**src/uart_pkg.sv**
```systemverilog
package uart_pkg;

  // FIFO sizing
  localparam int fifo_depth = 8;
  localparam int cnt_width = $clog2(fifo_depth);

  // Default baud setup
  localparam int clock_freq_hz = 10_000_000;
  localparam int baud_default = 115_200;
  localparam logic [15:0] div_reset = 16'(clock_freq_hz / baud_default - 1);

  // Position of the full and empty flags in data register reads
  localparam int flag_bit = 31;

  // Word index, taken from adr[4:2]
  typedef enum logic [2:0] {
    reg_txdata = 3'd0,
    reg_rxdata = 3'd1,
    reg_txctrl = 3'd2,
    reg_rxctrl = 3'd3,
    reg_ie     = 3'd4,
    reg_ip     = 3'd5,
    reg_div    = 3'd6
  } uart_reg_t;

  typedef enum logic [1:0] {
    st_idle,
    st_access,
    st_ack
  } fsm_state_t;

  typedef enum logic [1:0] {
    tx_idle,
    tx_start,
    tx_data,
    tx_stop
  } tx_state_t;

  typedef enum logic [1:0] {
    rx_idle,
    rx_start,
    rx_data,
    rx_stop
  } rx_state_t;

endpackage

```
**src/uart_fifo.sv**
```systemverilog
`timescale 1ns/1ps

module uart_fifo import uart_pkg::*; (
  input  logic               clock,
  input  logic               reset,
  input  logic               push,
  input  logic [7:0]         push_data,
  input  logic               pop,
  output logic [7:0]         pop_data,
  output logic [cnt_width:0] count,
  output logic               full,
  output logic               empty
);

  logic [7:0]           mem [fifo_depth];
  logic [cnt_width-1:0] wr_ptr;
  logic [cnt_width-1:0] rd_ptr;
  logic                 do_push;
  logic                 do_pop;

  assign do_push = push & ~full;
  assign do_pop  = pop & ~empty;

  always_ff @(posedge clock) begin
    if (do_push) begin
      mem[wr_ptr] <= push_data;
    end
  end

  // Depth is a power of two, so the pointers wrap on their own
  always_ff @(posedge clock) begin
    if (reset) begin
      wr_ptr <= '0;
      rd_ptr <= '0;
      count  <= '0;
    end else begin
      if (do_push) wr_ptr <= wr_ptr + 1'b1;
      if (do_pop) rd_ptr <= rd_ptr + 1'b1;
      case ({do_push, do_pop})
        2'b10:   count <= count + 1'b1;
        2'b01:   count <= count - 1'b1;
        default: ;
      endcase
    end
  end

  assign pop_data = mem[rd_ptr];
  assign full     = (count == (cnt_width + 1)'(fifo_depth));
  assign empty    = (count == '0);

endmodule

```
**src/uart_tx.sv**
```systemverilog
`timescale 1ns/1ps

module uart_tx import uart_pkg::*; (
  input  logic        clock,
  input  logic        reset,
  input  logic [15:0] div,
  input  logic        nstop,
  input  logic        valid,
  input  logic [7:0]  data,
  output logic        ready,
  output logic        txd
);

  tx_state_t   state;
  logic [15:0] baud_cnt;
  logic [7:0]  shift;
  logic [2:0]  bit_idx;
  logic        stop_left;

  // Byte is taken only between frames
  assign ready = (state == tx_idle) && valid;

  always_ff @(posedge clock) begin
    if (reset) begin
      state     <= tx_idle;
      txd       <= 1'b1;
      bit_idx   <= '0;
      stop_left <= 1'b0;
    end else if (state == tx_idle) begin
      txd <= 1'b1;
      if (valid) begin
        shift     <= data;
        stop_left <= nstop;
        baud_cnt  <= div;
        txd       <= 1'b0;
        state     <= tx_start;
      end
    end else if (baud_cnt != '0) begin
      baud_cnt <= baud_cnt - 1'b1;
    end else begin
      baud_cnt <= div;
      case (state)
        tx_start: begin
          txd     <= shift[0];
          shift   <= shift >> 1;
          bit_idx <= '0;
          state   <= tx_data;
        end
        tx_data: begin
          if (bit_idx == 3'd7) begin
            txd   <= 1'b1;
            state <= tx_stop;
          end else begin
            txd     <= shift[0];
            shift   <= shift >> 1;
            bit_idx <= bit_idx + 1'b1;
          end
        end
        default: begin
          // Second stop bit when nstop was set at accept
          if (stop_left) stop_left <= 1'b0;
          else state <= tx_idle;
        end
      endcase
    end
  end

endmodule

```
**src/uart_rx.sv**
```systemverilog
`timescale 1ns/1ps

module uart_rx import uart_pkg::*; (
  input  logic        clock,
  input  logic        reset,
  input  logic        enable,
  input  logic [15:0] div,
  input  logic        rxd,
  output logic        valid,
  output logic [7:0]  data
);

  rx_state_t   state;
  logic        rxd_meta;
  logic        rxd_sync;
  logic        rxd_prev;
  logic [15:0] baud_cnt;
  logic [2:0]  bit_idx;

  // Two-flop synchronizer plus one stage for edge detection
  always_ff @(posedge clock) begin
    if (reset) begin
      rxd_meta <= 1'b1;
      rxd_sync <= 1'b1;
      rxd_prev <= 1'b1;
    end else begin
      rxd_meta <= rxd;
      rxd_sync <= rxd_meta;
      rxd_prev <= rxd_sync;
    end
  end

  always_ff @(posedge clock) begin
    if (reset) begin
      state   <= rx_idle;
      valid   <= 1'b0;
      bit_idx <= '0;
    end else begin
      valid <= 1'b0;
      if (state == rx_idle) begin
        if (enable && rxd_prev && !rxd_sync) begin
          // Wait half a bit to land in the middle of the start bit
          baud_cnt <= div >> 1;
          state    <= rx_start;
        end
      end else if (baud_cnt != '0) begin
        baud_cnt <= baud_cnt - 1'b1;
      end else begin
        baud_cnt <= div;
        case (state)
          rx_start: begin
            bit_idx <= '0;
            // Glitch on the line, not a real start bit
            state   <= rxd_sync ? rx_idle : rx_data;
          end
          rx_data: begin
            data <= {rxd_sync, data[7:1]};
            if (bit_idx == 3'd7) state <= rx_stop;
            else bit_idx <= bit_idx + 1'b1;
          end
          default: begin
            valid <= rxd_sync;
            state <= rx_idle;
          end
        endcase
      end
    end
  end

endmodule

```
**src/uart_phy.sv**
```systemverilog
`timescale 1ns/1ps

module uart_phy import uart_pkg::*; (
  input  logic                 clock,
  input  logic                 reset,
  input  logic                 txen,
  input  logic                 rxen,
  input  logic                 nstop,
  input  logic [15:0]          div,
  input  logic [cnt_width-1:0] txcnt,
  input  logic [cnt_width-1:0] rxcnt,
  input  logic                 tx_push,
  input  logic [7:0]           tx_data,
  input  logic                 rx_pop,
  input  logic                 rxd,
  output logic [7:0]           rx_data,
  output logic                 tx_full,
  output logic                 rx_empty,
  output logic                 tx_below_wm,
  output logic                 rx_above_wm,
  output logic                 txd
);

  logic [cnt_width:0] tx_count;
  logic [cnt_width:0] rx_count;
  logic [7:0]         tx_head;
  logic [7:0]         rx_byte;
  logic               tx_empty;
  logic               tx_ready;
  logic               rx_full;
  logic               rx_valid;

  uart_fifo tx_fifo (
    .clock     (clock),
    .reset     (reset),
    .push      (tx_push),
    .push_data (tx_data),
    .pop       (tx_ready),
    .pop_data  (tx_head),
    .count     (tx_count),
    .full      (tx_full),
    .empty     (tx_empty)
  );

  // Bytes that arrive while the RX FIFO is full are lost
  uart_fifo rx_fifo (
    .clock     (clock),
    .reset     (reset),
    .push      (rx_valid & rxen & ~rx_full),
    .push_data (rx_byte),
    .pop       (rx_pop),
    .pop_data  (rx_data),
    .count     (rx_count),
    .full      (rx_full),
    .empty     (rx_empty)
  );

  uart_tx tx (
    .clock (clock),
    .reset (reset),
    .div   (div),
    .nstop (nstop),
    .valid (txen & ~tx_empty),
    .data  (tx_head),
    .ready (tx_ready),
    .txd   (txd)
  );

  uart_rx rx (
    .clock  (clock),
    .reset  (reset),
    .enable (rxen),
    .div    (div),
    .rxd    (rxd),
    .valid  (rx_valid),
    .data   (rx_byte)
  );

  assign tx_below_wm = (tx_count < {1'b0, txcnt});
  assign rx_above_wm = (rx_count > {1'b0, rxcnt});

endmodule

```
**src/uart_bank.sv**
```systemverilog
`timescale 1ns/1ps

module uart_bank import uart_pkg::*; (
  input  logic                 clock,
  input  logic                 reset,
  input  uart_reg_t            addr_q,
  input  logic [31:0]          wr_data_q,
  input  logic                 bank_wr_en,
  input  logic                 bank_rd_en,
  input  logic [7:0]           rx_data,
  input  logic                 tx_full,
  input  logic                 rx_empty,
  input  logic                 tx_below_wm,
  input  logic                 rx_above_wm,
  output logic [31:0]          dat_r,
  output logic                 interrupt,
  output logic                 txen,
  output logic                 rxen,
  output logic                 nstop,
  output logic [15:0]          div,
  output logic [cnt_width-1:0] txcnt,
  output logic [cnt_width-1:0] rxcnt
);

  logic [1:0]  ie;
  logic [1:0]  ip;
  logic [31:0] rd_data;

  assign ip = {rx_above_wm, tx_below_wm};

  always_ff @(posedge clock) begin
    if (reset) begin
      txen  <= 1'b0;
      nstop <= 1'b0;
      txcnt <= '0;
      rxen  <= 1'b0;
      rxcnt <= '0;
      ie    <= 2'b00;
      div   <= div_reset;
    end else if (bank_wr_en) begin
      case (addr_q)
        reg_txctrl: begin
          txen  <= wr_data_q[0];
          nstop <= wr_data_q[1];
          txcnt <= wr_data_q[16 +: cnt_width];
        end
        reg_rxctrl: begin
          rxen  <= wr_data_q[0];
          rxcnt <= wr_data_q[16 +: cnt_width];
        end
        reg_ie:  ie  <= wr_data_q[1:0];
        reg_div: div <= wr_data_q[15:0];
        default: ;
      endcase
    end
  end

  always_comb begin
    rd_data = '0;
    case (addr_q)
      reg_txdata: rd_data[flag_bit] = tx_full;
      reg_rxdata: begin
        rd_data[flag_bit] = rx_empty;
        rd_data[7:0]      = rx_data;
      end
      reg_txctrl: begin
        rd_data[0]                = txen;
        rd_data[1]                = nstop;
        rd_data[16 +: cnt_width]  = txcnt;
      end
      reg_rxctrl: begin
        rd_data[0]                = rxen;
        rd_data[16 +: cnt_width]  = rxcnt;
      end
      reg_ie:  rd_data[1:0]  = ie;
      reg_ip:  rd_data[1:0]  = ip;
      reg_div: rd_data[15:0] = div;
      default: ;
    endcase
  end

  // Head of the RX FIFO is sampled here before the pop takes effect
  always_ff @(posedge clock) begin
    if (bank_rd_en) begin
      dat_r <= rd_data;
    end
  end

  always_ff @(posedge clock) begin
    if (reset) begin
      interrupt <= 1'b0;
    end else begin
      interrupt <= |(ie & ip);
    end
  end

endmodule

```
**src/uart_fsm.sv**
```systemverilog
`timescale 1ns/1ps

module uart_fsm import uart_pkg::*; (
  input  logic      clock,
  input  logic      reset,
  input  logic      wr_req,
  input  logic      rd_req,
  input  uart_reg_t addr_q,
  input  logic      tx_full,
  input  logic      rx_empty,
  output logic      busy,
  output logic      ack,
  output logic      bank_wr_en,
  output logic      bank_rd_en,
  output logic      tx_push,
  output logic      rx_pop
);

  fsm_state_t state;
  logic       op_wr;

  always_ff @(posedge clock) begin
    if (reset) begin
      state <= st_idle;
      ack   <= 1'b0;
    end else begin
      // ack rises on the edge that ends the access cycle
      ack <= (state == st_access);
      case (state)
        st_idle:   if (wr_req || rd_req) state <= st_access;
        st_access: state <= st_ack;
        default:   state <= st_idle;
      endcase
    end
  end

  always_ff @(posedge clock) begin
    if (state == st_idle) begin
      op_wr <= wr_req;
    end
  end

  assign busy = (state != st_idle);

  always_comb begin
    bank_wr_en = 1'b0;
    bank_rd_en = 1'b0;
    tx_push    = 1'b0;
    rx_pop     = 1'b0;
    if (state == st_access) begin
      if (op_wr) begin
        // A write to a full TX FIFO is dropped
        if (addr_q == reg_txdata) tx_push = ~tx_full;
        else bank_wr_en = 1'b1;
      end else begin
        bank_rd_en = 1'b1;
        if (addr_q == reg_rxdata) rx_pop = ~rx_empty;
      end
    end
  end

endmodule

```
**src/uart.sv**
```systemverilog
`timescale 1ns/1ps

module uart import uart_pkg::*; (
  input  logic        clock,
  input  logic        reset,
  input  logic        cyc,
  input  logic        stb,
  input  logic        we,
  input  logic [31:0] adr,
  input  logic [31:0] dat_w,
  output logic [31:0] dat_r,
  output logic        ack,
  input  logic        rxd,
  output logic        txd,
  output logic        interrupt
);

  logic                 wr_req;
  logic                 rd_req;
  logic                 busy;
  uart_reg_t            addr_q;
  logic [31:0]          wr_data_q;
  logic                 bank_wr_en;
  logic                 bank_rd_en;
  logic                 tx_push;
  logic                 rx_pop;
  logic                 txen;
  logic                 rxen;
  logic                 nstop;
  logic [15:0]          div;
  logic [cnt_width-1:0] txcnt;
  logic [cnt_width-1:0] rxcnt;
  logic [7:0]           rx_data;
  logic                 tx_full;
  logic                 rx_empty;
  logic                 tx_below_wm;
  logic                 rx_above_wm;

  assign wr_req = cyc & stb & we;
  assign rd_req = cyc & stb & ~we;

  // Request is held by the master, so capture once while idle
  always_ff @(posedge clock) begin
    if ((wr_req || rd_req) && !busy) begin
      addr_q <= uart_reg_t'(adr[4:2]);
    end
    if (wr_req && !busy) begin
      wr_data_q <= dat_w;
    end
  end

  uart_fsm fsm (
    .clock      (clock),
    .reset      (reset),
    .wr_req     (wr_req),
    .rd_req     (rd_req),
    .addr_q     (addr_q),
    .tx_full    (tx_full),
    .rx_empty   (rx_empty),
    .busy       (busy),
    .ack        (ack),
    .bank_wr_en (bank_wr_en),
    .bank_rd_en (bank_rd_en),
    .tx_push    (tx_push),
    .rx_pop     (rx_pop)
  );

  uart_bank bank (
    .clock       (clock),
    .reset       (reset),
    .addr_q      (addr_q),
    .wr_data_q   (wr_data_q),
    .bank_wr_en  (bank_wr_en),
    .bank_rd_en  (bank_rd_en),
    .rx_data     (rx_data),
    .tx_full     (tx_full),
    .rx_empty    (rx_empty),
    .tx_below_wm (tx_below_wm),
    .rx_above_wm (rx_above_wm),
    .dat_r       (dat_r),
    .interrupt   (interrupt),
    .txen        (txen),
    .rxen        (rxen),
    .nstop       (nstop),
    .div         (div),
    .txcnt       (txcnt),
    .rxcnt       (rxcnt)
  );

  uart_phy phy (
    .clock       (clock),
    .reset       (reset),
    .txen        (txen),
    .rxen        (rxen),
    .nstop       (nstop),
    .div         (div),
    .txcnt       (txcnt),
    .rxcnt       (rxcnt),
    .tx_push     (tx_push),
    .tx_data     (wr_data_q[7:0]),
    .rx_pop      (rx_pop),
    .rxd         (rxd),
    .rx_data     (rx_data),
    .tx_full     (tx_full),
    .rx_empty    (rx_empty),
    .tx_below_wm (tx_below_wm),
    .rx_above_wm (rx_above_wm),
    .txd         (txd)
  );

endmodule

```
**config.mk**
```make
export PLATFORM = sky130hd
export DESIGN_NAME = uart
export DESIGN_NICKNAME = d
export VERILOG_FILES = /design/src/uart_pkg.sv /design/src/uart_fifo.sv /design/src/uart_tx.sv /design/src/uart_rx.sv /design/src/uart_phy.sv /design/src/uart_bank.sv /design/src/uart_fsm.sv /design/src/uart.sv
export SDC_FILE = /design/constraint.sdc
export NUM_CORES = 1
export LEC_CHECK = 0
export BUFFER_PORTS_ARGS = -buffer_cell sky130_fd_sc_hd__buf_2
export CORE_MARGIN = 1.5
export CORE_UTILIZATION = 35
export CTS_BUF_LIST = sky130_fd_sc_hd__clkbuf_4 sky130_fd_sc_hd__clkbuf_8
export CTS_CLUSTER_DIAMETER = 80
export DETAILED_ROUTE_END_ITERATION = 16
export GPL_TIMING_DRIVEN = 0
export PLACE_DENSITY = 0.51
export SYNTH_ARGS = -nofsm -noshare
export SYNTH_HDL_FRONTEND = slang
export SYNTH_SLANG_ARGS = --single-unit
```
**constraint.sdc**
```tcl
create_clock -name clock -period 5.6 [get_ports clock]
set_clock_uncertainty 0.1 [all_clocks]
set_input_delay 0.84 -clock clock [delete_from_list [all_inputs] [get_ports clock]]
set_output_delay 0.84 -clock clock [all_outputs]
set_load 0.01 [all_outputs]
```
==> impl_metrics.json, run 1 <==
{
  "synthAdderAreaFrac": 0.0297,
  "synthMuxAreaShare": 0.0843,
  "worstMarginPinSlew_ns": 1.40,
  "drv_slew": 0,
  "netlist_instances": 963,
  "finalSetupViolCount": 0,
  "clockBufferDepth": 3,
  "synth_edf_count": 219,
  "vias_per_cell": 5.01,
  "hold_buffers": 0,
  "synth_seq_area_share": 0.637,
  "antenna_found_initial": 0,
  "path_max_fanout": 10,
  "rsz0062_at_grt": "false",
  "gr-usage-met3": 0.0313,
  "cts_buffers": 50,
  "p_leak_uw": 0.00496,
  "core_area_um2": 35600,
  "syn_area_um2": 12600,
  "syn_area_per_cell_um2": 13.1,
  "max_freq_mhz": 297,
  "wl_per_cell_um": 18.6,
  "synth_compound_area_frac": 0.0744,
  "final_common_cell": "edfxtp_1",
  "hp-class": "input pin to flip-flop",
  "n_fill_cell": 3397,
  "cap_violations": 0,
  "grtUsageMet1": 0.233,
  "relSlewSlack": 0.0660,
  "fin_util": 0.411,
  "fin_crit_ns": 3.37,
  "drc_errors": 0,
  "num_rows": 69,
  "vias": 7932,
  "die_h_um": 193,
  "synthSimpleGateAreaFrac": 0.125,
  "crit_type": "flip-flop to flip-flop",
  "overflow": 0,
  "ys.flop_type": "edfxtp_1",
  "most-common-layout-cells": "219 x edfxtp_1, 82 x nor2_1, 75 x nand2_1",
  "post_cts_buffers": 0,
  "synth_top_family_by_area": "simple AND/OR/NAND/NOR gates",
  "grtUsageMet2": 0.242,
  "cp.required_ns": 5.81,
  "yosys_warnings": 0,
  "clock_sinks": 292,
  "area_growth_pct": 15.8,
  "root_buffer": "clkbuf_8",
  "die_x_um": 193,
  "power-per-cell-area_nw_per_um2": 296,
  "gp_congestion": 0.811,
  "cts_tree": "done",
  "drtIter0Drc": 451,
  "seq_area_um2": 8040,
  "hpwlAfterDp_um": 19700,
  "grt_pass1_wl_um": 45500,
  "dp.cells": 1490,
  "hold_viol": 0,
  "dr.pass1.iters": 7,
  "start_util": 0.355,
  "startpoint_type": "flip-flop",
  "clk_latency_ns": 0.62,
  "synth-seq-cells": 292,
  "ir_drop_uv": 179,
  "die-area_um2": 37200,
  "cts_resized": 0,
  "yosysUniqueCellTypes": 68,
  "critical_path.endpoint_type": "flip-flop",
  "path_clk_slew_ns": 0.06,
  "finalNetCount": 1181,
  "grtUsageTotal": 0.163,
  "final_cell_count_no_fill": 1583,
  "busiest_layer": "met2",
  "ioPinCount": 105,
  "finalCritPeriodShare": 0.602,
  "grt_pass1_vias": 7804,
  "synthArstFlopShare": 0,
  "numPortBuffers": 49,
  "cts-htree-levels": 2,
  "drtAntennaViolNets": 0,
  "grt_max_degree": 20,
  "arrival_ns": 3.58,
  "status": "finished, final reports clean",
  "synthXorXnorAreaFrac": 0.0187,
  "multiInputGateArea_um2": 4300,
  "drive_above_1_share": 0.197,
  "wirelength_um": 29500
}
[final cells by class]
type	count	area share
Clock buffer	79	0.0637
Multi-Input combinational cell	596	0.294
Sequential cell	292	0.550
Timing Repair Buffer	55	0.0214
Buffer	60	0.0199
Tap cell	461	0.0395
Inverter	26	0.00668
Clock inverter	13	0.00488
Antenna cell	1	0.000171
[metal layers]
metal,up-vias,share of wire
li1,3843,-
met1,3833,0.49
met2,196,0.43
met3,60,0.053
met4,0,0.030
met5,-,0
[cells in the mapped netlist (14+ instances only)]
master    count  share of area
nand2_1      75          0.022
nand3_1      14         0.0056
ha_1         30          0.030
dfxtp_1      73           0.12
edfxtp_1    219           0.52
clkbuf_1     38          0.011
xor2_1       19          0.013
nand2b_1     14         0.0069
a21oi_1      61          0.024
inv_1        26         0.0077
o21ai_0      28          0.011
mux2i_1      32          0.025
nor2_1       82          0.024
mux4_2       31          0.055
nor3_1       21         0.0083
[where the power goes]
part | leakage (uW) | total [uW] | internal [uW] | switching, uW
registers | 0.00258 | 2330 | 2320 | 11.3
logic | 0.00186 | 64.5 | 23.9 | 40.6
clock network | 0.000526 | 1930 | 1060 | 873
total | 0.00496 | 4320 | 3400 | 925
[worst paths after layout]
path | startpoint | to | slack [ns] | depth (start not counted)
worst max register to register | phy.rx.baud_cnt[0] | phy.rx.data[1] | 2.23 | 8
worst min register to register | phy.rx.rxd_meta | phy.rx.rxd_sync | 0.31 | 1
worst min-delay path | dat_w[9] | wr_data_q[9] | 0.30 | 1
worst max-delay path | phy.rx.baud_cnt[0] | phy.rx.data[1] | 2.23 | 8
[flip-flops by register name (all words and copies together), names as in the netlist, 4 cells and up, named ones only]
| name | cells |
|---|---|
| bank.div | 16 |
| phy.rx.baud_cnt | 16 |
| phy.rx.data | 8 |
| bank.dat_r | 20 |
| phy.tx_fifo.count | 4 |
| phy.rx_fifo.mem | 64 |
| phy.tx_fifo.mem | 64 |
| phy.rx_fifo.count | 4 |
| phy.tx.baud_cnt | 16 |
| phy.tx.shift | 8 |
| wr_data_q | 19 |
[worst max-delay path: stages (launching register included)]
cell and delay, ns:
edfxtp_1 0.41, inv_1 0.13, ha_1 0.16, or4b_2 0.66, or4_4 0.51, buf_6 0.15
buf_2 0.20, nor4_2 0.45, buf_4 0.29
[stage by stage]
step | hold WS, ns | power (uW) | TNS [ns] | setup WS, ns | instance area [um^2]
finish | 0.300 | 4320 | 0 | 2.23 | 14600
global route | 0.269 | 4470 | 0 | 2.09 | 14600
CTS | 0.246 | 4380 | 0 | 2.21 | 14600
detailed placement | 0.295 | 2440 | 0 | 2.26 | 13600
global placement | 0.293 | 2440 | -0.120 | -0.120 | 13500
floorplan | 0.289 | 2400 | 0 | 1.71 | 12700
[logic make-up after synthesis]
logic type	count (synthesis)
adder cells (fa/ha/maj)	30
buffers and inverters	86
other	1
flip-flops	292
AO/OA/AOI/OAI	153
multiplexers	67
XOR/XNOR	27
AND/OR/NAND/NOR	307
Power figures use the tool's default switching activity.
==> inputs of run 2 (changes only) <==
Settings changed: ABC_AREA set to 1.
Clock period 5.6 ns to 3.3 ns, I/O delays scaled along.
==> impl_metrics.json, run 2 <==
{
  "status": "finished, final reports clean",
  "die_x_um": 195,
  "root_buffer": "clkbuf_8",
  "path_clk_slew_ns": 0.06,
  "hold_viol": 0,
  "crit_buf_inv": 2,
  "grt_pass1_vias": 9061,
  "start_util": 0.354,
  "yosysUniqueCellTypes": 46,
  "vias": 9233,
  "hp-class": "input pin to flip-flop",
  "ir_drop_uv": 282,
  "core_area_um2": 36500,
  "syn_area_per_cell_um2": 10.4,
  "synthTopCellsByArea": "edfxtp_1 51%, dfxtp_1 11%, nor2_1 5.6%, nand2_1 5.0%, o21ai_0 3.1%",
  "synth_seq_area_share": 0.622,
  "ys.flop_type": "edfxtp_1",
  "top_regs": "phy.rx_fifo.mem: 64 flops, phy.tx_fifo.mem: 64 flops, bank.dat_r: 20 flops",
  "drtAntennaViolNets": 0,
  "crit_slowest_cell": "nor3_1",
  "power-per-cell-area_nw_per_um2": 606,
  "relSlewSlack": 0.128,
  "clk_latency_ns": 0.63,
  "ioPinCount": 105,
  "grtUsageTotal": 0.172,
  "max_freq_mhz": 370,
  "synth_area_leader_cell": "edfxtp_1",
  "crit_type": "flip-flop to flip-flop",
  "clockBufferDepth": 3,
  "placed_area_um2": 13900,
  "clock_sinks": 292,
  "hold_ws_ns": 0.117,
  "grt_pass1_wl_um": 50300,
  "overflow": 0,
  "final_common_cell": "edfxtp_1",
  "crit_family": "simple AND/OR/NAND/NOR gates",
  "cts_buffers": 51,
  "cp.required_ns": 3.40,
  "critical_path.endpoint_type": "flip-flop",
  "drive_above_1_share": 0.178,
  "synth_edf_count": 219,
  "most-common-layout-cells": "219 x edfxtp_1, 192 x nor2_1, 173 x nand2_1",
  "finalSetupViolCount": 0,
  "drc_errors": 0,
  "drtIter0Drc": 575,
  "netlist_instances": 1245,
  "p_leak_uw": 0.00570,
  "synth_top_area_frac": 0.509,
  "synth-seq-cells": 292,
  "die_h_um": 195,
  "grt_max_degree": 16,
  "vias_per_cell": 4.87,
  "startpoint_type": "flip-flop",
  "synthArstFlopShare": 0,
  "numPortBuffers": 49,
  "slowest_delay_ns": 0.98,
  "arrival_ns": 2.80,
  "dr.pass1.iters": 5,
  "drv_slew": 0,
  "hpwlAfterDp_um": 21900,
  "rsz0062_at_grt": "false",
  "yosys_warnings": 0,
  "hold_buffers": 23,
  "cts_tree": "done",
  "die-area_um2": 38100,
  "yosysMostFrequentCell": "edfxtp_1",
  "area_growth_pct": 17.7,
  "fin_util": 0.416,
  "cts-htree-levels": 2,
  "worstPathCellList": "inv_2, nand3_1, nor2_1, nand2_2, nor2_1, inv_2, nor3_1",
  "worstMarginPinSlew_ns": 1.30,
  "fin_crit_ns": 2.70,
  "diodes": 0,
  "num_rows": 70,
  "finalNetCount": 1485,
  "cap_violations": 0,
  "ys_top_cells_by_count": "219 x edfxtp_1, 194 x nor2_1, 173 x nand2_1",
  "wirelength_um": 32300,
  "finalCritPeriodShare": 0.818,
  "final_area_um2": 15200,
  "cts_resized": 0,
  "path_max_fanout": 8,
  "syn_area_um2": 12900,
  "antenna_found_initial": 0,
  "wl_per_cell_um": 17.1,
  "post_cts_buffers": 0,
  "gp_congestion": 0.846
}
-- run 2: cell count changes in the layout (fill, tap and decap cells not counted), moves of 16 or more --
cell / previous run / this run
o21ai_1: 7 / 50
o21ai_0: 28 / 79
clkbuf_1: 38 / 22
mux2i_1: 32 / 1
mux4_2: 31 / 0
nand2_1: 75 / 173
nor2_1: 82 / 192
dlygate4sd3_1: 0 / 23
inv_2: 0 / 19
inv_1: 26 / 94
nand3_1: 14 / 42
-- run 2: kinds of logic after synthesis --
logic type                 Yosys count  share of synthesized area
and+or+nand+nor                    488                      0.167
DFF                                292                      0.622
AOI/OAI and AO/OA                  244                      0.109
buffers and inverters              165                     0.0557
adders and majority gates           30                     0.0290
xor gates and xnor gates            24                     0.0163
other                                1                   0.000290
muxes                                1                   0.000774
-- run 2: path summary, 6_finish.rpt --
path	startpoint	to	slack, ns	depth (start not counted)
setup / recovery	addr_q[1]	phy.tx_fifo.mem[1][5]	0.60	7
hold / removal	we	fsm.op_wr	0.12	3
setup reg to reg	addr_q[1]	phy.tx_fifo.mem[1][5]	0.60	7
hold reg to reg	phy.rx.rxd_meta	phy.rx.rxd_sync	0.34	1
-- run 2: cell type report --
cell class	instances	area, um^2
clock buffers	74	906
multi-input cells	799	4260
fillers	3513	21300
plain buffers	52	295
repair buffers	76	544
well taps	468	586
flip-flops and latches	292	8040
clock inverters	20	156
inverters	113	424
-- run 2: where the power goes --
part           switching (uW)  internal, uW  leakage (uW)
Sequential                138          4220       0.00260
Combinational             931           456       0.00254
Clock                    1550          1930      0.000560
-- run 2: stage by stage --
stage               TNS (ns)  power [uW]  worst slack [ns]  instances
finish                     0        9220             0.600       1894
global route               0        9680             0.367       1894
CTS                        0        9320             0.456       1894
detailed placement         0        5790             0.388       1777
global placement       -2.91        5750            -0.157       1773
floorplan                  0        5380              1.00       1256
-- run 2: tightest hold or removal path, cell delays in order --
cell	delay [ns]
buf_2	0.07
inv_1	0.04
nor2_1	0.10
-- run 2: metal layers --
metal | GRT usage | wire, um | vias up
li1 | - | - | 4584
met1 | 0.241 | 15800 | 4354
met2 | 0.262 | 14000 | 232
met3 | 0.0328 | 1520 | 63
met4 | 0.0701 | 950 | 0
met5 | 0 | 0 | -
